$ cat config.mk
export PLATFORM = sky130hd
export DESIGN_NAME = termSummer
export DESIGN_NICKNAME = d
export VERILOG_FILES = /design/src/common/collectorPkg.sv /design/src/source/termSummer.sv
export SDC_FILE = /design/constraint.sdc
export NUM_CORES = 1
export LEC_CHECK = 0
export BUFFER_PORTS_ARGS = -buffer_cell sky130_fd_sc_hd__buf_4
export CAP_MARGIN = 25
export CORE_MARGIN = 1.5
export CORE_UTILIZATION = 56
export CTS_BUF_LIST = sky130_fd_sc_hd__clkbuf_4 sky130_fd_sc_hd__clkbuf_8 sky130_fd_sc_hd__clkbuf_16
export DETAILED_ROUTE_END_ITERATION = 7
export HOLD_SLACK_MARGIN = 0.05
export PLACE_DENSITY = 0.9
export REMOVE_ABC_BUFFERS = 1
export SYNTH_ARGS = -nofsm -noshare
export SYNTH_HDL_FRONTEND = slang
export SYNTH_SLANG_ARGS = --single-unit
$ cat constraint.sdc
create_clock -name clk -period 4.8 [get_ports clk]
set_clock_uncertainty 0.1 [all_clocks]
set_input_delay 0.48 -clock clk [delete_from_list [all_inputs] [get_ports clk]]
set_output_delay 0.48 -clock clk [all_outputs]
set_load 0.005 [all_outputs]
$ cat src/common/collectorPkg.sv
package collectorPkg;

    // address layout
    localparam int ADDR_WIDTH       = 12;
    localparam int BANK_ADDR_WIDTH  = 10;
    localparam int BANK_COUNT       = 4;
    localparam int BANK_SEL_WIDTH   = ADDR_WIDTH - BANK_ADDR_WIDTH;
    localparam int BANK_DEPTH       = 1 << BANK_ADDR_WIDTH;

    // slot layout, two slots per memory word
    localparam int SLOT_COUNT       = 6;
    localparam int SLOT_INDEX_WIDTH = 3;
    localparam int SLOTS_PER_RAM    = 2;
    localparam int RAMS_PER_BANK    = SLOT_COUNT / SLOTS_PER_RAM;

    // data widths
    localparam int EXP_WIDTH        = 6;
    localparam int TERM_WIDTH       = 36;
    localparam int SUM_WIDTH        = 39;
    localparam int COUNT_WIDTH      = 3;

    // pipeline timing
    localparam int RAM_READ_CYCLES  = 2;
    localparam int SUM_STAGES       = 2;
    localparam int READ_LATENCY     = RAM_READ_CYCLES + 1 + SUM_STAGES;

    typedef struct packed {
        logic                 occupied;
        logic [EXP_WIDTH-1:0] exponent;
    } slotEntryT;

    typedef slotEntryT [SLOTS_PER_RAM-1:0] slotPairT;
    typedef slotEntryT [SLOT_COUNT-1:0] rowT;

    typedef struct packed {
        logic [ADDR_WIDTH-1:0]       rowAddr;
        logic [SLOT_INDEX_WIDTH-1:0] slotIndex;
        logic [EXP_WIDTH-1:0]        exponent;
    } collectWriteT;

    typedef struct packed {
        logic [SLOT_COUNT-1:0][TERM_WIDTH-1:0] terms;
        logic [COUNT_WIDTH-1:0]                count;
        logic                                  valid;
    } decodedRowT;

    typedef struct packed {
        logic [SUM_WIDTH-1:0]   sum;
        logic [COUNT_WIDTH-1:0] count;
    } collectResultT;

endpackage

$ cat src/source/termSummer.sv
`timescale 1ns/1ps

module termSummer import collectorPkg::*; (
    input  logic          clk,
    input  logic          rstN,
    input  decodedRowT    decoded,
    output logic          resultValid,
    output collectResultT result
);

    localparam int PAIR_COUNT = SLOT_COUNT / 2;

    logic [TERM_WIDTH:0]    pairSum [PAIR_COUNT];
    logic [COUNT_WIDTH-1:0] pairCount;
    logic                   pairValid;
    logic [SUM_WIDTH-1:0]   sumQ;
    logic [COUNT_WIDTH-1:0] countQ;

    always_ff @(posedge clk or negedge rstN) begin
        if (!rstN) begin
            pairValid   <= 1'b0;
            resultValid <= 1'b0;
        end else begin
            pairValid   <= decoded.valid;
            resultValid <= pairValid;
        end
    end

    // stage one adds neighbouring terms, stage two the three partials
    always_ff @(posedge clk) begin
        for (int p = 0; p < PAIR_COUNT; p++) begin
            pairSum[p] <= (TERM_WIDTH+1)'(decoded.terms[2*p])
                        + (TERM_WIDTH+1)'(decoded.terms[2*p+1]);
        end
        pairCount <= decoded.count;
        sumQ      <= SUM_WIDTH'(pairSum[0]) + SUM_WIDTH'(pairSum[1])
                   + SUM_WIDTH'(pairSum[2]);
        countQ    <= pairCount;
    end

    assign result = '{sum: sumQ, count: countQ};

endmodule

# [Yosys cells after proc, flatten, opt, wreduce, memory -nomap -nowiden]
# Memories as Yosys holds them, arrays and structs flattened.
# Cells that the tools add are included.
# W data, S select, Z words.
[word_totals] n_memories=1 out_inout_bits=43 ram_bits=111 input_bits=222 word_cells=11 reg_bits=47
[mem_list] memory="pairSum" depth=3 width=37 rd=3 rd_ports_with_merged_regs=0 wr=3 line_no="termSummer.sv:13" text="logic [TERM_WIDTH:0] pairSum [PAIR_COUNT];"
[classes] addsub=5
[ops] op="$add A36 B36 Y37" count=3
[ops] op="$add A39 B37 Y39" count=1
[ops] op="$add A37 B37 Y38" count=1

# [Longest topological paths before layout]
# Gate-level depths: netlist of the first run.
[logic_depth] depth_word=2 mapped_depth=21 ltp_nobuf=21

# [Worst setup path after synthesis of the first run]
# OpenSTA, ideal clock, no wires.
[synth_timing] kind="register to register" from="memory pairSum[0][0] (netlist bit)" to="register sumQ[35]" setup_time_ns=0.112 n_path_buf=0 path_slack_ns=0.380 period_less_slack_ns=4.420 required_ns=4.588 arrival_ns=4.207 path_stages_with_launch=21 path_cell_list="dfxtp_1 > ha_1 > fa_1 > a21oi_1 > o211ai_1 > a31oi_1 > o21ai_1 > nand2_1 > o21ai_0 > nand3_1 > nand2_1 > xnor2_1 > ha_1 > and2_1 > a221oi_1 > a31oi_1 > a311o_1 > a41oi_1 > nor3_1 > mux2i_1 > a2111oi_1"
[synth_rtl] element="start: declaration" line_no="termSummer.sv:13"
[synth_rtl] element="end signal: assignment" line_no="termSummer.sv:36" text="sumQ <= SUM_WIDTH'(pairSum[0]) + SUM_WIDTH'(pairSum[1])"
[synth_rtl] element="end: declaration" line_no="termSummer.sv:16" text="logic [SUM_WIDTH-1:0] sumQ;"

==> flow_metrics.env, run 1 <==
export IMPL_critPathKind="reg -> reg"
export IMPL_met3_usage_pct=3.27
export IMPL_grt_pass1_wl_um=51700
export IMPL_cp_startpoint="pairSum[0][0]"
export IMPL_ant_nets=0
export IMPL_path_clk_slew_ns=0.06
export IMPL_dpl_hpwl_um=26700
export IMPL_ys_warn_count=0
export IMPL_finalSetupViolations=0
export IMPL_pre_cts_slack_ns=-0.0502
export IMPL_synth_compound_area_share_pct=25.4
export IMPL_busiest_layer="met2"
export IMPL_avgRoutedWirePerCell_um=17.0
export IMPL_num_vias=11700
export IMPL_grtUsageMet1_pct=36.9
export IMPL_cts_made_buffers=17
export IMPL_ys_seq_area_share_pct=26.1
export IMPL_ys_flop_type="dfxtp_1"
export IMPL_r2r_start="pairSum[0][0]"
export IMPL_ys_ff_latch=158
export IMPL_viasPerCell=5.98
export IMPL_critPathCapture="sumQ[20]"
export IMPL_power_density_mw_per_mm2=603
export IMPL_num_rows=53
export IMPL_synthAdderAreaFrac_pct=20.1
export IMPL_nets=2082
export IMPL_tightest_slew_ns=0.859
export IMPL_remaining_drc_errors=0
export IMPL_clockBufferDepth=2
export IMPL_cts_tree="done"
export IMPL_rrSetupSlack_ns=0.19
export IMPL_area_delta_synth_final_pct=25.2
export IMPL_status="finished, final reports clean"
export IMPL_power_leakage_uw=0.00727
export IMPL_die_area_mm2=0.0226
export IMPL_fp_dieW_um=150
export IMPL_grt_usage_pct=28.5
export IMPL_synthCells=1393
export IMPL_synth_xor_area_share_pct=11.2
export IMPL_post_route_period_util_pct=96.1
export IMPL_fin_util_pct=71.9
export IMPL_fmax_mhz=217
export IMPL_synth_async_reset_ratio_pct=1.27
export IMPL_seqCellArea_mm2=0.00317
export IMPL_grt_pass1_vias=10900
export IMPL_hold_slack_ns=0.155
export IMPL_gr_total_overflow=0
export IMPL_reg2reg_depth=19
export IMPL_clk_latency_ns=0.43
export IMPL_fillers=1610
export IMPL_hp_class="in -> reg"
export IMPL_synth_simple_area_share_pct=15.0
export IMPL_cp_required_ns=5.03
export IMPL_r2r_end="sumQ[20]"
export IMPL_synth_top_family_by_area="compound AO/OA/AOI/OAI gates"
export IMPL_final_hold_viol_count=0
export IMPL_io_pins=265
export IMPL_relSlewSlack_pct=41.2
export IMPL_core_region_area_mm2=0.0212
export IMPL_met2_usage_pct=48.9
export IMPL_cap_violations=0
export IMPL_multi_input_area_mm2=0.00885
export IMPL_setup_slack_ns=0.186
export IMPL_maxSlewViolCount=0
export IMPL_antenna_cells=0
export IMPL_drive_gt1_share_pct=20.7
export IMPL_peakVddDrop_uv=318
export IMPL_yosysUniqueCellTypes=79
export IMPL_synthMuxAreaShare_pct=0.329
export IMPL_antenna_found_initial=0
export IMPL_synth_enable_flop_cells=0
export IMPL_critPathLaunchType="register"
export IMPL_syn_area_mm2=0.0122
export IMPL_portBuffers=264
export IMPL_dr_first_iter_drc_count=739
export IMPL_arrival_ns=4.84
export IMPL_syn_area_per_cell_um2=8.73
export IMPL_gp_congestion=0.959
export IMPL_chipHeight_um=150
export IMPL_drt_total_wl_um=33200
export IMPL_root_buffer="clkbuf_16"
export IMPL_ctsHtreeMaxLevel=4
export IMPL_period_needed_ns=4.61
export IMPL_crit_fanout=6
export IMPL_cp_end_kind="register"
export IMPL_dr_pass1_iters=5
export IMPL_grt_start_max_net_pins=17
export IMPL_cts_sinks=158
export IMPL_start_util_pct=57.5
## timing repair
item,in CTS,in global routing
endpoints found under the setup margin,4,16
pin swaps,0,9
gates resized for setup,1,20
hold buffers,5,0
buffers inserted,0,4
endpoints found under the hold margin,6,0
## layer usage
layer / wire (um) / share of wire, %
met1: 14700 / 44
met5: 0 / 0
met4: 799 / 2.4
met2: 15700 / 47
met3: 1990 / 6.0
## critical path, cell delays in order, from the launching register on
cell and delay [ns]:
dfxtp_1 0.30, ha_1 0.22, fa_2 0.37, a21oi_2 0.18
o211ai_1 0.17, a31oi_2 0.23, buf_4 0.17, nor2b_1 0.05
o21a_1 0.16, nor2_1 0.11, xnor2_1 0.21, ha_1 0.38
a31o_2 0.28, a221oi_1 0.39, a21oi_1 0.12, a21o_1 0.21
a21o_1 0.20, a21o_1 0.23, mux2i_1 0.14, nor4bb_1 0.30
## synth_stat cells (4+ instances only)
library cell	instances	area, um^2
ha_1	187	2340
dfxtp_1	156	3120
a21oi_1	126	631
xnor2_1	101	885
nor2_1	93	349
a21o_1	92	691
nand2_1	79	297
o21ai_0	59	295
xor2_1	55	482
inv_1	37	139
nand3_1	36	180
a31oi_1	27	169
o21a_1	27	203
nor3_1	26	130
o21bai_1	26	195
nand2b_1	25	156
and3_1	21	131
nor2b_1	19	119
clkbuf_1	17	63.8
nand4_1	17	106
a211oi_1	14	105
or3_1	12	75.1
and2_1	9	56.3
a31o_2	7	61.3
nor3b_1	6	45.0
o211ai_1	6	45.0
o21ai_1	6	30.0
or2_2	6	37.5
a311oi_1	5	43.8
fa_1	5	100
nor4_1	5	31.3
o2111ai_1	5	43.8
or4_1	5	37.5
a2111oi_0	4	35.0
a221oi_1	4	35.0
mux2i_1	4	40.0
## power breakdown
| group | switching, uW | internal (uW) | total (uW) |
|---|---|---|---|
| clock | 545 | 876 | 1420 |
| combinational | 3200 | 2650 | 5850 |
| sequential | 144 | 1770 | 1910 |
## metrics by stage
stage	power [uW]	area [um^2]	TNS [ns]	cells
6_report	9180	15200	0	1955
5_1_grt	9800	15200	-0.00208	1955
4_1_cts	8930	15100	0	1951
3_5_place_dp	7440	14400	-0.0653	1915
3_3_place_gp	7310	14400	0	1915
2_1_floorplan	5930	12100	0	1373
## worst min path at each step
| stage | startpoint | end | slack (ns) | depth (start not counted) |
|---|---|---|---|---|
| 4_1_cts | decoded[40] | pairSum[0][0] | 0.14 | 2 |
| 3_5_place_dp | rstN | pairValid | 0.16 | 1 |
| 3_3_place_gp | rstN | pairValid | 0.16 | 1 |
| 6_report | decoded[40] | pairSum[0][0] | 0.15 | 2 |
| 2_1_floorplan | rstN | pairValid | 0.08 | 0 |
| 5_1_grt | decoded[40] | pairSum[0][0] | 0.16 | 2 |
## cell type report
type	count	share of cell area (%)
clock buffers	22	3.21
clock inverters	9	0.880
inverters	37	0.913
multi-input cells	1178	58.2
flip-flops and latches	158	20.9
well taps	275	2.26
repair buffers	276	13.7
## registers in the layout, summed over array words and instances (netlist names)
name         cells
countQ           3
pairCount        3
sumQ            39
pairSum        111
resultValid      1
pairValid        1
## cell usage in the layout, fill, tap and decap left out, types with 5 or more instances in the layout
cell type | Yosys | layout
nand3_1 | 36 | 36
o21ai_0 | 59 | 57
nor3b_1 | 6 | 5
nor2_1 | 93 | 93
clkbuf_16 | 0 | 17
a21o_1 | 92 | 92
a31oi_1 | 27 | 24
nor3_1 | 26 | 26
and2_1 | 9 | 8
o21a_1 | 27 | 27
nand4_1 | 17 | 17
o21bai_1 | 26 | 26
inv_1 | 37 | 37
o2111ai_1 | 5 | 5
ha_1 | 187 | 186
nor2b_1 | 19 | 18
a311oi_1 | 5 | 5
nand2b_1 | 25 | 25
a21oi_1 | 126 | 123
dlygate4sd3_1 | 0 | 5
xnor2_1 | 101 | 101
o21ai_1 | 6 | 6
nand2_1 | 79 | 79
nor4_1 | 5 | 5
buf_4 | 0 | 271
or2_2 | 6 | 6
o211ai_1 | 6 | 6
xor2_1 | 55 | 55
or4_1 | 5 | 5
a31o_2 | 7 | 7
a211oi_1 | 14 | 13
or3_1 | 12 | 12
dfxtp_1 | 156 | 156
and3_1 | 21 | 21
## cells by family (layout without fill, tap and decap cells)
| kind of cell | count (synthesis) | in the layout |
|---|---|---|
| AND/OR/NAND/NOR | 367 | 367 |
| AO/OA/AOI/OAI | 459 | 459 |
| XOR/XNOR | 156 | 156 |
| multiplexers | 4 | 4 |
| buffers and inverters | 57 | 344 |
| flip-flops | 158 | 158 |
| adder cells (fa/ha/maj) | 192 | 192 |
Note: power is estimated with default switching activity, not from simulation.
==> run 2, diff against run 1 <==
Settings changed: CELL_PAD_IN_SITES_DETAIL_PLACEMENT from default to 1, CELL_PAD_IN_SITES_GLOBAL_PLACEMENT from default to 1, CORE_MARGIN 1.5 to 2, CORE_UTILIZATION 56 to 42.
==> run 2 against run 1 <==
  * Cell count increased by 5.8%
  * Setup slack better by 0.016 ns
  * Hold slack improved by 0.023 ns
  * Count of clock-buffer cells in the layout decreased by 5
  * Via count is 0.64% higher
  * Non-clock buffer count is 4 higher
  * Largest cell class unchanged
  * Sequential cell count stayed put
  * Core utilization shrank 18 points
  * Sequential power is essentially flat
  * Combinational power is 5.6% higher
  * Critical endpoint is now sumQ[35]
  * Largest power group unchanged
==> flow_metrics.env, run 2 (synthesis gave the netlist of run 1 again) <==
export IMPL_status="finished, final reports clean"
export IMPL_largest_register_ffs=111
export IMPL_root_buffer="clkbuf_16"
export IMPL_critPathKind="reg -> reg"
export IMPL_start_util_pct=42.5
export IMPL_dr_first_iter_drc_count=507
export IMPL_core_region_area_mm2=0.0286
export IMPL_r2r_end="sumQ[35]"
export IMPL_cpMostUsedCell="a21oi_2"
export IMPL_area_delta_synth_final_pct=26.3
export IMPL_layout_common_cells="buf_4 (274), ha_1 (184), dfxtp_1 (156)"
export IMPL_crit_slowest_cell="a311o_1"
export IMPL_power_leakage_uw=0.00727
export IMPL_total_power_uw=9430
export IMPL_drt_total_wl_um=40300
export IMPL_ctsHtreeMaxLevel=4
export IMPL_rrSetupSlack_ns=0.20
export IMPL_relSlewSlack_pct=45.1
export IMPL_reg2reg_depth=20
export IMPL_critPathCapture="sumQ[35]"
export IMPL_tightest_slew_ns=0.803
export IMPL_gp_congestion=0.909
export IMPL_cp_required_ns=5.02
export IMPL_post_route_period_util_pct=95.8
export IMPL_top_regs="pairSum: 111 flops, sumQ: 39 flops"
export IMPL_cts_tree="done"
export IMPL_antenna_cells=0
export IMPL_final_common_cell="buf_4"
export IMPL_grt_start_max_net_pins=17
export IMPL_portBuffers=264
export IMPL_dr_pass1_iters=5
export IMPL_peakVddDrop_uv=325
export IMPL_cp_startpoint="pairSum[0][45]"
export IMPL_fp_dieW_um=174
export IMPL_remaining_drc_errors=0
export IMPL_slowest_delay_ns=0.39
export IMPL_final_hold_viol_count=0
export IMPL_hold_start="decoded[40]"
export IMPL_num_rows=62
export IMPL_dpl_hpwl_um=32200
export IMPL_period_needed_ns=4.60
export IMPL_cap_violations=0
export IMPL_grt_usage_pct=26.3
export IMPL_grt_pass1_vias=12600
export IMPL_fin_util_pct=53.6
export IMPL_maxSlewViolCount=0
export IMPL_r2r_start="pairSum[0][45]"
export IMPL_ant_nets=0
export IMPL_path_clk_slew_ns=0.08
export IMPL_cp_end_kind="register"
export IMPL_grt_pass1_wl_um=65000
export IMPL_cts_made_buffers=17
export IMPL_hp_class="in -> reg"
export IMPL_avgRoutedWirePerCell_um=19.5
export IMPL_critPathLaunchType="register"
export IMPL_arrival_ns=4.82
export IMPL_fmax_mhz=217
export IMPL_num_vias=11800
export IMPL_cts_sinks=158
export IMPL_chipHeight_um=174
export IMPL_finalSetupViolations=0
export IMPL_crit_fanout=5
export IMPL_gr_total_overflow=0
export IMPL_viasPerCell=5.69
export IMPL_path_cells="ha_2 -> a21oi_2 -> nor2b_4 -> a21bo_2 -> a21oi_2 -> o311ai_2 -> nand2_1 -> nand2b_1 -> a21oi_2 -> xnor2_2 -> ha_4 -> and2_2 -> a221oi_1 -> a31oi_1 -> a311o_1 -> a41oi_2 -> buf_6 -> nor3_2 -> mux2i_1 -> a2111oi_2"
export IMPL_clk_latency_ns=0.44
export IMPL_antenna_found_initial=0
export IMPL_io_pins=265
export IMPL_clockBufferDepth=2
export IMPL_power_density_mw_per_mm2=614
export IMPL_regMostFlops="pairSum"
export IMPL_drive_gt1_share_pct=21.5
export IMPL_die_area_mm2=0.0303
export IMPL_nets=2086
## run 2: timing repair
action | in CTS | in global routing
pin swaps | 2 | 6
hold buffers | 5 | 0
gates resized for setup | 3 | 30
hold endpoints to repair | 6 | 0
setup buffers | 1 | 3
endpoints found under the setup margin | 4 | 12
## run 2: stage by stage
step	setup WS, ns	area, um^2	TNS [ns]	hold WS (ns)	cells
4_1_cts	0.0120	15200	0	0.163	2066
3_5_place_dp	0.000455	14600	0	0.164	2028
3_3_place_gp	0.200	14600	0	0.164	2028
6_report	0.202	15300	0	0.178	2069
2_1_floorplan	0.380	12100	0	0.0844	1373
5_1_grt	-0.129	15300	-0.257	0.189	2069
## run 2: per-layer routing
metal	share of wire (%)	up-vias	global-route usage (%)	wire length [um]
li1	-	5704	-	-
met1	46	5713	33.2	18500
met2	49	296	47.1	19700
met3	3.4	57	3.22	1390
met4	1.8	0	6.79	743
met5	0	-	0	0
## run 2: how the worst min path moves through the flow
| stage | end | slack, ns | cells after the start |
|---|---|---|---|
| floorplan | pairValid | 0.08 | 0 |
| global placement | pairValid | 0.16 | 1 |
| detailed placement | pairValid | 0.16 | 1 |
| CTS | pairSum[0][0] | 0.16 | 2 |
| global route | pairSum[0][0] | 0.19 | 2 |
| finish | pairSum[0][0] | 0.18 | 2 |
## run 2: cell type report
type / count / area (um^2)
Fill cell: 3380 / 13300
Sequential cell: 158 / 3170
Clock buffer: 17 / 425
Tap cell: 384 / 480
Timing Repair Buffer: 280 / 2120
Clock inverter: 15 / 126
Multi-Input combinational cell: 1178 / 8880
Inverter: 37 / 139
## run 2: worst max-delay path, delay by kind of cell (launching register included)
kind / cells / cell delay [ns]
DFF: 1 / 0.33
adders and majority gates: 2 / 0.56
buffers and inverters: 1 / 0.15
xor gates and xnor gates: 1 / 0.16
and+or+nand+nor: 5 / 0.70
muxes: 1 / 0.16
AOI/OAI and AO/OA: 10 / 2.30
## run 2: power breakdown
part | leakage [uW] | switching (uW) | total, uW | internal, uW
registers | 0.00134 | 163 | 1930 | 1770
logic | 0.00566 | 3460 | 6180 | 2730
clock network | 0.000275 | 635 | 1320 | 682
