## src/common/collectorPkg.sv

```systemverilog
package collectorPkg;

    // address layout
    localparam int ADDR_WIDTH       = 12;
    localparam int BANK_ADDR_WIDTH  = 10;
    localparam int BANK_COUNT       = 4;
    localparam int BANK_SEL_WIDTH   = ADDR_WIDTH - BANK_ADDR_WIDTH;
    localparam int BANK_DEPTH       = 1 << BANK_ADDR_WIDTH;

    // slot layout, two slots per memory word
    localparam int SLOT_COUNT       = 6;
    localparam int SLOT_INDEX_WIDTH = 3;
    localparam int SLOTS_PER_RAM    = 2;
    localparam int RAMS_PER_BANK    = SLOT_COUNT / SLOTS_PER_RAM;

    // data widths
    localparam int EXP_WIDTH        = 6;
    localparam int TERM_WIDTH       = 36;
    localparam int SUM_WIDTH        = 39;
    localparam int COUNT_WIDTH      = 3;

    // pipeline timing
    localparam int RAM_READ_CYCLES  = 2;
    localparam int SUM_STAGES       = 2;
    localparam int READ_LATENCY     = RAM_READ_CYCLES + 1 + SUM_STAGES;

    typedef struct packed {
        logic                 occupied;
        logic [EXP_WIDTH-1:0] exponent;
    } slotEntryT;

    typedef slotEntryT [SLOTS_PER_RAM-1:0] slotPairT;
    typedef slotEntryT [SLOT_COUNT-1:0] rowT;

    typedef struct packed {
        logic [ADDR_WIDTH-1:0]       rowAddr;
        logic [SLOT_INDEX_WIDTH-1:0] slotIndex;
        logic [EXP_WIDTH-1:0]        exponent;
    } collectWriteT;

    typedef struct packed {
        logic [SLOT_COUNT-1:0][TERM_WIDTH-1:0] terms;
        logic [COUNT_WIDTH-1:0]                count;
        logic                                  valid;
    } decodedRowT;

    typedef struct packed {
        logic [SUM_WIDTH-1:0]   sum;
        logic [COUNT_WIDTH-1:0] count;
    } collectResultT;

endpackage

```

## src/source/slotDecoder.sv

```systemverilog
`timescale 1ns/1ps

module slotDecoder import collectorPkg::*; (
    input  logic       clk,
    input  logic       rstN,
    input  rowT        rowData,
    input  logic       rowValid,
    output decodedRowT decoded
);

    logic [SLOT_COUNT-1:0][TERM_WIDTH-1:0] termsNext;
    logic [SLOT_COUNT-1:0][TERM_WIDTH-1:0] termsQ;
    logic [COUNT_WIDTH-1:0]                countNext;
    logic [COUNT_WIDTH-1:0]                countQ;
    logic                                  validQ;

    always_comb begin
        countNext = '0;
        for (int i = 0; i < SLOT_COUNT; i++) begin
            // empty slot adds nothing
            termsNext[i] = rowData[i].occupied ? (TERM_WIDTH'(1) << rowData[i].exponent) : '0;
            countNext    = countNext + COUNT_WIDTH'(rowData[i].occupied);
        end
    end

    always_ff @(posedge clk or negedge rstN) begin
        if (!rstN) begin
            validQ <= 1'b0;
        end else begin
            validQ <= rowValid;
        end
    end

    always_ff @(posedge clk) begin
        termsQ <= termsNext;
        countQ <= countNext;
    end

    assign decoded = '{terms: termsQ, count: countQ, valid: validQ};

endmodule

```

## config.mk

```make
export PLATFORM = sky130hd
export DESIGN_NAME = slotDecoder
export DESIGN_NICKNAME = d
export VERILOG_FILES = /design/src/common/collectorPkg.sv /design/src/source/slotDecoder.sv
export SDC_FILE = /design/constraint.sdc
export NUM_CORES = 1
export LEC_CHECK = 0
export ABC_CLOCK_PERIOD_IN_PS = 800
export BUFFER_PORTS_ARGS = -buffer_cell sky130_fd_sc_hd__buf_2
export CAP_MARGIN = 10
export CORE_UTILIZATION = 43
export CTS_CLUSTER_DIAMETER = 40
export DETAILED_ROUTE_END_ITERATION = 6
export PLACE_DENSITY_LB_ADDON = 0.12
export SLEW_MARGIN = 30
export SYNTH_ARGS = -nofsm -noshare
export SYNTH_HDL_FRONTEND = slang
export SYNTH_SLANG_ARGS = --single-unit
```

## constraint.sdc

```tcl
create_clock -name clk -period 0.8 [get_ports clk]
set_input_delay 0.2 -clock clk [delete_from_list [all_inputs] [get_ports clk]]
set_output_delay 0.2 -clock clk [all_outputs]
set_load 0.05 [all_outputs]
```

Word-level counts from Yosys, hierarchy flattened
Index checks and enable logic that the tools add are counted.
{"block": "totals", "mem_count": 0, "out_inout_bits": 220, "mem_bits_ro": 0, "ram_bits": 0, "elab_cells": 19, "reg_bits": 220, "latchBits": 0}
{"block": "classes", "multipliers": 0, "n_div": 0, "n_addsub": 5, "bitwise_logic": 0, "n_eq_ne": 0, "n_lt_le_gt_ge": 0, "shifts": 6, "muxes": 0, "n_reduce_logical": 0}
{"operator": "1-bit by 6-bit left shift with 36-bit output (first input constant)", "n": 6}
{"operator": "3-bit by 1-bit adder with 3-bit output", "n": 3}
{"operator": "2-bit by 1-bit adder with 3-bit output", "n": 1}
{"operator": "1-bit by 1-bit adder with 2-bit output", "n": 1}

Longest topological paths before layout
Gate-level depths: netlist of run 1.
{"block": "depth", "depth_word": 5, "depth_mapped": 7}

Worst setup path before layout of run 1
No wires, ideal clock.
{"block": "synth_path", "path_type": "in2reg", "start": "input rowData[6] (netlist bit)", "end": "register countQ[1]", "cell_stages": 7, "arrival_time_ps": 2047, "path_slack_ps": -1379, "path_cell_list": "clkbuf_1 -> inv_1 -> fa_1 -> fa_1 -> inv_1 -> ha_1 -> fa_1"}
{"block": "synth_via", "elab_chain_len": 5}
{"element": "from (decl)", "line": "slotDecoder.sv:6", "source": "input rowT rowData,"}
{"element": "1-bit by 1-bit adder with 2-bit output", "line": "slotDecoder.sv:22", "source": "countNext = countNext + COUNT_WIDTH'(rowData[i].occupied);"}
{"element": "2-bit by 1-bit adder with 3-bit output", "line": "slotDecoder.sv:22"}
{"element": "3-bit by 1-bit adder with 3-bit output (3 in a row)", "line": "slotDecoder.sv:22"}
{"element": "via countNext[1]", "line": "slotDecoder.sv:13", "source": "logic [COUNT_WIDTH-1:0] countNext;"}
{"element": "to (signal assigned)", "line": "slotDecoder.sv:36", "source": "countQ <= countNext;"}
{"element": "to (decl)", "line": "slotDecoder.sv:14", "source": "logic [COUNT_WIDTH-1:0] countQ;"}
The timed path passes the listed nets, and every way through them passes these cells.
A chain may end at the register's enable or synchronous reset.

Final worst setup path of run 1
{"block": "layout_path", "start": "input rowData[13] (netlist bit)", "end": "register countQ[1]"}
The elaborated chain is that of the path after synthesis.

==> flow_metrics.env, run 1 <==
export IMPL_crit_cells=7
export IMPL_crit_family="adder cells"
export IMPL_root_buffer="clkbuf_16"
export IMPL_status="complete, but fails checks"
export IMPL_synth_top_family_by_area="simple AND/OR/NAND/NOR gates"
export IMPL_yosysWarnings=0
export IMPL_num_rows=44
export IMPL_setup_violations=225
export IMPL_synth_mux_area_share_pct=0
export IMPL_ys_ff_latch=220
export IMPL_totalWireLength_um=21200
export IMPL_synthAdderAreaFrac_pct=1.10
export IMPL_rsz0062_at_grt="true"
export IMPL_hold_violations=0
export IMPL_stdcell_count=1140
export IMPL_synth_edff_count=0
export IMPL_crit_start="rowData[13]"
export IMPL_layout_drive_gt1_share_pct=74.2
export IMPL_drt_iter0_drc=249
export IMPL_crit_path_cell_trace="buf_8 > inv_4 > fa_1 > fa_1 > inv_2 > ha_4 > fa_1"
export IMPL_fmax_mhz=650
export IMPL_core_area_um2=14800
export IMPL_via_per_inst=5.09
export IMPL_hold_class="in -> reg"
export IMPL_async_reset_ff_share_pct=0.455
export IMPL_place_inst=1084
export IMPL_final_nets=985
export IMPL_grt_max_degree=17
export IMPL_critPathRequiredTime_ns=1.19
export IMPL_cts_htree_levels=1
export IMPL_hpwl_um=12700
export IMPL_cts_tree="yes"
export IMPL_synth_most_common_cell="dfxtp_1"
export IMPL_synth_compound_area_share_pct=0
export IMPL_gp_congestion=0.818
export IMPL_violations="setup timing"
export IMPL_hold_depth=2
export IMPL_max_stage_delay_ns=0.51
export IMPL_min_from="rowData[20]"
export IMPL_routedWlPerCell_um=18.6
export IMPL_setup_slack_ns=-0.739
export IMPL_vdd_drop_max_v=0.00193
export IMPL_nFillCells=721
export IMPL_critPathMostFrequentCell="fa_1"
export IMPL_cp_arrival_ns=1.93
export IMPL_antenna_found_initial=0
export IMPL_clkSinkCount=220
export IMPL_antenna_left=0
export IMPL_p_per_area_nw_per_um2=2050
export IMPL_synth_top_area_cell="dfxtp_1"
export IMPL_tightestPinTransition_ns=0.376
export IMPL_synth_fp_nets=636
export IMPL_start_kind="input pin"
export IMPL_syn_to_final_growth_pct=85.8
export IMPL_synth_xor_area_share_pct=0
export IMPL_die_x_um=126
export IMPL_synth_cell_types=34
export IMPL_placed_area_um2=8980
export IMPL_fin_tns_setup_ns=-86.59
export IMPL_synthSimpleGateAreaFrac_pct=27.6
export IMPL_fin_crit_sh_pct=192
export IMPL_grt_pass1_wl_um=32600
export IMPL_io_pins=265
export IMPL_worst_path_buf_inv=3
export IMPL_power_leakage_nw=5.01
export IMPL_clock_path_buffers=3
export IMPL_synth_flop_cell="dfxtp_1"
export IMPL_syn_inst=587
export IMPL_via_count=5800
export IMPL_synth_common_cells="219 x dfxtp_1, 105 x nor2_1, 54 x nor4_1, 44 x nor3_1, 27 x buf_2"
export IMPL_syn_cell_area_um2=6580
export IMPL_dr_pass1_iters=4
export IMPL_design_area_um2=12200
export IMPL_drc=0
export IMPL_crit_slowest_cell="fa_1"
export IMPL_place_ws_ns=-1.30
export IMPL_period_needed_ns=1.54
export IMPL_start_util_pct=44.6
export IMPL_clk_pin_slew_ns=0.06
export IMPL_yosysTopAreaCellShare_pct=66.6
export IMPL_io_buffer_count=264
export IMPL_syn_area_per_cell_um2=11.2
export IMPL_synth_area_leaders="dfxtp_1 67%, nor2_1 6.0%, nor4_1 5.1%"
export IMPL_crit_type="in -> reg"
export IMPL_grt_total_usage_pct=26.0
export IMPL_cp_max_fo=2
export IMPL_die_h_um=126
export IMPL_drv_cap=0
export IMPL_ys_seq_area_share_pct=67.0
export IMPL_antenna_cells=0
export IMPL_grt_pass1_vias=6092
export IMPL_grt_overflow_total=0
export IMPL_die_area_um2=15800
export IMPL_cts_inserted_buffers=27
export IMPL_slew_headroom_pct=74.9
export IMPL_maxSlewViolCount=0
export IMPL_critPathCaptureType="register"
power by group:
group | total (mW) | switching (mW) | internal, mW
clock | 11.7 | 4.79 | 6.91
combinational | 2.22 | 1.30 | 0.923
sequential | 11.1 | 0.0693 | 11.1
total | 25.1 | 6.15 | 18.9
state kept, by name (all words and copies together), names as in the netlist:
| register | cells |
|---|---|
| decoded | 216 |
| validQ | 1 |
| countQ | 3 |
cell families (layout without fill, tap and decap cells):
group,after synthesis,after routing
simple gates,305,305
buf+inv,58,427
fa+ha+maj,4,4
flops,220,220
final timing paths:
path | to
min | countQ[0]
max in group asynchronous | validQ
max | countQ[1]
min in group asynchronous | validQ
cells in the final DEF (no fill, tap or decap), types with 8 or more instances in the layout:
cell and instances:
nand3b_1 21, dfxtp_2 218, nor3_1 14, nor4_1 51
nand4bb_1 8, buf_4 93, buf_6 64, nor2_1 105
clkbuf_16 27, or4b_4 9, buf_2 41, buf_8 159
nor3_2 37
timing repair:
action | 4_1_cts | 5_1_grt
hold endpoints to repair | 10 | 2
endpoints found under the setup margin | 223 | 225
resized for setup | 782 | 48
setup buffers | 0 | 1
hold buffers | 6 | 1
pin swaps | 2 | 4
per-stage QoR:
stage	hold WS (ns)	total power [mW]	util, %
after floorplan	-0.0956	12.6	-
after global placement	-0.0252	13.2	60.9
after detailed placement	-0.0246	13.2	60.9
after CTS	-0.0154	25.1	81.5
after global routing	-0.00309	25.9	82.9
final	0.00678	25.1	82.9
final cells by class:
type,count,area (um^2),area share (%)
clock inverter,17,154,1.26
inverter,9,36.3,0.297
multi-input combinational,309,2200,18.0
tap,184,230,1.88
clock buffer,32,724,5.93
timing repair buffer,369,4190,34.3
sequential,220,4680,38.3
per-layer routing:
metal / track usage [%] / wire length [um]
met5: 0 / 0
met1: 28.3 / 7920
met4: 11.2 / 684
met3: 6.75 / 1370
met2: 47.6 / 11200
Power figures use the tool's default switching activity.
==> run 2: changes to the inputs <==
- BUFFER_PORTS_ARGS: -buffer_cell sky130_fd_sc_hd__buf_2 -> default
- CORE_UTILIZATION: 43 -> 55
- DONT_BUFFER_PORTS: default -> 1
- SKIP_CTS_REPAIR_TIMING: default -> 1
==> flow_metrics.env, run 2 <==
export IMPL_error="Error: detail_place.tcl, 38 bad optional access"
export IMPL_io_pins=265
export IMPL_async_reset_ff_share_pct=0.455
export IMPL_syn_cell_area_um2=6580
export IMPL_syn_inst=587
export IMPL_synth_edff_count=0
export IMPL_ys_seq_area_share_pct=67.0
export IMPL_die_h_um=111
export IMPL_syn_area_per_cell_um2=11.2
export IMPL_yosysWarnings=0
export IMPL_synth_most_common_cell="dfxtp_1"
export IMPL_yosysTopAreaCellShare_pct=66.6
export IMPL_synth_top_area_cell="dfxtp_1"
export IMPL_synth_area_leaders="dfxtp_1 67%, nor2_1 6.0%, nor4_1 5.1%"
export IMPL_die_x_um=111
export IMPL_ys_ff_latch=220
export IMPL_synth_common_cells="219 x dfxtp_1, 105 x nor2_1, 54 x nor4_1, 44 x nor3_1, 27 x buf_2"
export IMPL_synth_fp_nets=636
export IMPL_synth_cell_types=34
export IMPL_num_rows=39
export IMPL_stop_stage="3_5_place_dp"
export IMPL_status="stopped before the end"
export IMPL_synth_flop_cell="dfxtp_1"
export IMPL_io_buffer_count=0
export IMPL_gp_congestion=0.837
export IMPL_start_util_pct=57.1
==> run 2: cell counts after synthesis <==
Identical to the previous run, type by type.
==> run 2: stage by stage <==
step	TNS [ns]	instance area, um^2	cells
after floorplan	-19.94	7160	587
after global placement	-17.32	11500	932
==> run 2: kinds of logic after synthesis <==
logic type               count (synthesis)  synth area share [%]
AND/OR/NAND/NOR                        305                  27.6
flip-flops                             220                  67.0
buffers and inverters                   58                  4.26
adder cells (fa/ha/maj)                  4                  1.10
==> run 3: changes to the inputs <==
- ABC_CLOCK_PERIOD_IN_PS: 800 -> 1050
- CORE_UTILIZATION: 55 -> 40
- CTS_CLUSTER_DIAMETER: 40 -> default
- PLACE_DENSITY_LB_ADDON: 0.12 -> 0.15
- clock period: 0.8 -> 1.05 ns (I/O delays scaled with it)
==> flow_metrics.env, run 3 (same netlist as run 1, synthesis figures left out) <==
export IMPL_p_per_area_nw_per_um2=1600
export IMPL_core_area_um2=16000
export IMPL_setup_slack_ns=-0.521
export IMPL_clk_pin_slew_ns=0.06
export IMPL_grt_pass1_wl_um=24900
export IMPL_placed_area_um2=8430
export IMPL_final_cell_mix="218 x dfxtp_2, 177 x buf_8, 105 x nor2_1"
export IMPL_root_buffer="clkbuf_16"
export IMPL_violations="hold timing, setup timing"
export IMPL_hold_violations=17
export IMPL_power_share_clock_pct=46.4
export IMPL_largest_register_ffs=216
export IMPL_antenna_left=0
export IMPL_io_buffer_count=0
export IMPL_design_area_um2=11400
export IMPL_switching_share_pct=22.9
export IMPL_grt_total_usage_pct=18.6
export IMPL_via_count=5440
export IMPL_grt_max_degree=25
export IMPL_layout_drive_gt1_share_pct=62.0
export IMPL_use_met2_pct=32.4
export IMPL_final_nets=887
export IMPL_clock_path_buffers=3
export IMPL_met3_usage_pct=5.33
export IMPL_rsz0062_at_grt="true"
export IMPL_slew_headroom_pct=47.6
export IMPL_start_util_pct=41.1
export IMPL_power_internal_mw=14.1
export IMPL_p_comb_share_pct=7.1
export IMPL_cp_max_fo=19
export IMPL_die_x_um=130
export IMPL_final_common_cell="dfxtp_2"
export IMPL_cp_arrival_ns=1.91
export IMPL_io_pins=265
export IMPL_period_needed_ns=1.57
export IMPL_drt_iter0_drc=247
export IMPL_cts_htree_levels=1
export IMPL_vdd_drop_max_v=0.00115
export IMPL_hpwl_um=11900
export IMPL_fin_hold_ws_ns=-0.0666
export IMPL_antenna_found_initial=0
export IMPL_grt_pass1_vias=4776
export IMPL_syn_to_final_growth_pct=73.4
export IMPL_start_kind="input pin"
export IMPL_crit_type="in -> reg"
export IMPL_num_rows=46
export IMPL_via_per_inst=5.08
export IMPL_busiest_layer="met2"
export IMPL_nFillCells=1059
export IMPL_min_from="rowData[6]"
export IMPL_critPathRequiredTime_ns=1.39
export IMPL_antenna_cells=0
export IMPL_fin_crit_sh_pct=150
export IMPL_hold_depth=2
export IMPL_die_area_um2=17000
export IMPL_grt_overflow_total=0
export IMPL_fmax_mhz=636
export IMPL_tightestPinTransition_ns=0.784
export IMPL_drv_cap=0
export IMPL_totalWireLength_um=20200
export IMPL_worstHoldEndpoint="decoded[19]"
export IMPL_dr_pass1_iters=4
export IMPL_switchingPower_mw=4.19
export IMPL_clkSinkCount=220
export IMPL_routedWlPerCell_um=18.8
export IMPL_cts_inserted_buffers=23
export IMPL_use_met1_pct=22.2
export IMPL_setup_violations=344
export IMPL_power_leakage_nw=4.45
export IMPL_drc=0
export IMPL_cts_tree="yes"
export IMPL_maxSlewViolCount=0
export IMPL_hold_class="in -> reg"
export IMPL_die_h_um=130
export IMPL_critPathCaptureType="register"
export IMPL_seq_power_share_pct=46.4
export IMPL_status="complete, but fails checks"
export IMPL_gp_congestion=0.794
## run 3: final cells by class
type / instances / area [um^2] / area share, %
sequential: 220 / 4680 / 41.0
timing repair buffer: 275 / 3650 / 32.0
multi-input combinational: 309 / 1950 / 17.1
clock buffer: 32 / 659 / 5.78
tap: 216 / 270 / 2.37
clock inverter: 10 / 149 / 1.31
inverter: 9 / 41.3 / 0.362
## run 3: per-layer routing
metal	share of wire, %	vias to the layer above
met1	37	2630
met3	7.9	39
met5	0	-
met2	53	244
li1	-	2527
met4	2.2	0
## run 3: worst max-delay path, cell delays in order
cell and delay (ns):
dlygate4sd3_1 1.01, nand2b_1 0.20, nor4_1 0.44
## run 3: worst max path at each step
stage	to	cells after the start	start
6_report	decoded[96]	3	rowData[16]
5_1_grt	countQ[1]	6	rowData[6]
4_1_cts	countQ[1]	6	rowData[27]
3_5_place_dp	countQ[1]	6	rowData[27]
3_3_place_gp	countQ[1]	6	rowData[27]
2_1_floorplan	countQ[1]	7	rowData[6]
## run 3: per-stage QoR
| stage | power [mW] | util [%] | TNS [ns] | std cells | setup WS [ns] |
|---|---|---|---|---|---|
| 2_1_floorplan | 9.48 | - | -2.75 | 587 | -1.02 |
| 3_3_place_gp | 9.54 | 52.7 | -4.76 | 990 | -1.02 |
| 3_5_place_dp | 9.55 | 52.7 | -5.53 | 990 | -1.05 |
| 4_1_cts | 17.9 | 57.7 | -51.84 | 1032 | -0.528 |
| 5_1_grt | 18.9 | 71.3 | -72.82 | 1071 | -0.505 |
| 6_report | 18.3 | 71.3 | -62.37 | 1071 | -0.521 |
## run 3: power groups by stage
stage	logic (mW)	registers (mW)	clock network (mW)
finish	1.31	8.49	8.49
global route	1.39	8.49	9.04
CTS	0.916	8.46	8.53
detailed placement	0.910	8.64	0
global placement	0.900	8.64	0
floorplan	0.556	8.93	0
==> run 4: changes to the inputs <==
- ABC_CLOCK_PERIOD_IN_PS: 1050 -> 1700
- clock period: 1.05 -> 1.7 ns (I/O delays scaled with it)
==> flow_metrics.env, run 4 (same netlist as run 1, synthesis figures left out) <==
export IMPL_die_x_um=130
export IMPL_grt_pass1_wl_um=22300
export IMPL_placed_area_um2=6630
export IMPL_tightestPinTransition_ns=0.615
export IMPL_critPathCaptureType="register"
export IMPL_gp_congestion=0.742
export IMPL_cts_inserted_buffers=22
export IMPL_totalWireLength_um=15800
export IMPL_nFillCells=1499
export IMPL_io_buffer_count=0
export IMPL_start_util_pct=41.1
export IMPL_switching_share_pct=21.9
export IMPL_drt_iter0_drc=184
export IMPL_setup_slack_ns=0.0163
export IMPL_switchingPower_mw=2.30
export IMPL_layout_drive_gt1_share_pct=10.4
export IMPL_place_ws_ns=-0.552
export IMPL_design_area_um2=7710
export IMPL_place_inst=757
export IMPL_hold_class="in -> reg"
export IMPL_power_leakage_nw=2.70
export IMPL_p_comb_share_pct=3.2
export IMPL_fin_tns_setup_ns=0
export IMPL_core_area_um2=16000
export IMPL_clkSinkCount=220
export IMPL_grt_overflow_total=0
export IMPL_clock_path_buffers=3
export IMPL_vdd_drop_max_v=0.000744
export IMPL_start_kind="input pin"
export IMPL_postLayoutCoreUtil_pct=48.2
export IMPL_hpwl_um=10600
export IMPL_cts_tree="yes"
export IMPL_via_per_inst=5.18
export IMPL_antenna_cells=0
export IMPL_cp_arrival_ns=2.05
export IMPL_critPathRequiredTime_ns=2.07
export IMPL_largest_register_ffs=216
export IMPL_die_area_um2=17000
export IMPL_min_from="rowData[37]"
export IMPL_num_rows=46
export IMPL_cts_htree_levels=1
export IMPL_rsz0062_at_grt="true"
export IMPL_fin_crit_sh_pct=99.0
export IMPL_cp_max_fo=7
export IMPL_p_per_area_nw_per_um2=1360
export IMPL_seq_power_share_pct=51.7
export IMPL_power_share_clock_pct=45.1
export IMPL_antenna_found_initial=0
export IMPL_period_needed_ns=1.68
export IMPL_grt_pass1_vias=4006
export IMPL_routedWlPerCell_um=19.0
export IMPL_hold_violations=0
export IMPL_grt_total_usage_pct=16.8
export IMPL_power_internal_mw=8.19
export IMPL_grt_max_degree=25
export IMPL_fmax_mhz=594
export IMPL_crit_type="in -> reg"
export IMPL_hold_depth=1
export IMPL_maxSlewViolCount=0
export IMPL_final_nets=648
export IMPL_drc=0
export IMPL_dr_pass1_iters=5
export IMPL_root_buffer="clkbuf_16"
export IMPL_stdcell_count=831
export IMPL_io_pins=265
export IMPL_syn_to_final_growth_pct=17.2
export IMPL_antenna_left=0
export IMPL_final_common_cell="dfxtp_1"
export IMPL_clk_pin_slew_ns=0.06
export IMPL_status="completed"
export IMPL_via_count=4303
export IMPL_slew_headroom_pct=59.0
export IMPL_die_h_um=130
export IMPL_drv_cap=0
export IMPL_setup_violations=0
export IMPL_worstHoldEndpoint="decoded[187]"
export IMPL_final_cell_mix="219 x dfxtp_1, 105 x nor2_1, 54 x nor4_1"
[run 4: changes by cell type in the layout (fill, tap and decap cells not counted), moves of 3 or more]
cell | before | now
clkinv_2 | 2 | 6
or4b_1 | 2 | 8
buf_4 | 16 | 3
or4_4 | 5 | 2
dfxtp_1 | 1 | 219
dfxtp_2 | 218 | 0
buf_8 | 177 | 0
nor3_1 | 41 | 44
dlygate4sd3_1 | 39 | 34
nor3_2 | 10 | 7
buf_6 | 43 | 0
or4_1 | 3 | 6
or4b_4 | 9 | 3
[run 4: how the worst max path moves through the flow]
| stage | slack [ns] | startpoint | endpoint | depth (start not counted) |
|---|---|---|---|---|
| 6_report | 0.02 | rowData[6] | countQ[1] | 6 |
| 5_1_grt | -0.01 | rowData[6] | countQ[1] | 6 |
| 4_1_cts | -0.03 | rowData[27] | countQ[1] | 6 |
| 3_5_place_dp | -0.55 | rowData[27] | countQ[1] | 6 |
| 3_3_place_gp | -0.56 | rowData[27] | countQ[1] | 6 |
| 2_1_floorplan | -0.53 | rowData[6] | countQ[1] | 7 |
[run 4: worst max-delay path: stages]
cell	delay [ns]
inv_8	0.01
fa_1	0.50
fa_1	0.49
inv_1	0.04
ha_2	0.16
fa_1	0.42
[run 4: per-layer routing]
layer,GRT usage (%),wire (um),vias to the layer above
met5,0,0,-
met4,6.50,387,0
li1,-,-,2044
met2,27.5,7630,206
met1,20.0,6160,2024
met3,6.31,1630,29
[run 4: cell type report]
class | count | area [um^2] | area share, %
Clock buffer | 31 | 656 | 8.51
Tap cell | 216 | 270 | 3.51
Inverter | 9 | 41.3 | 0.536
Timing Repair Buffer | 37 | 363 | 4.71
Multi-Input combinational cell | 309 | 1890 | 24.6
Sequential cell | 220 | 4410 | 57.2
Clock inverter | 9 | 76.3 | 0.990
[run 4: stage by stage]
stage	hold WS [ns]	power (mW)
final	0.00885	10.5
after global routing	0.000134	10.8
after CTS	-0.386	10.5
after detailed placement	0.129	5.80
after global placement	0.129	5.79
after floorplan	0.129	5.82
[run 4: power by group through the flow]
| stage | registers [mW] | logic, mW | clock network (mW) |
|---|---|---|---|
| 6_report | 5.42 | 0.333 | 4.73 |
| 5_1_grt | 5.43 | 0.368 | 5.05 |
| 4_1_cts | 5.42 | 0.259 | 4.83 |
| 3_5_place_dp | 5.54 | 0.257 | 0 |
| 3_3_place_gp | 5.54 | 0.250 | 0 |
| 2_1_floorplan | 5.51 | 0.310 | 0 |
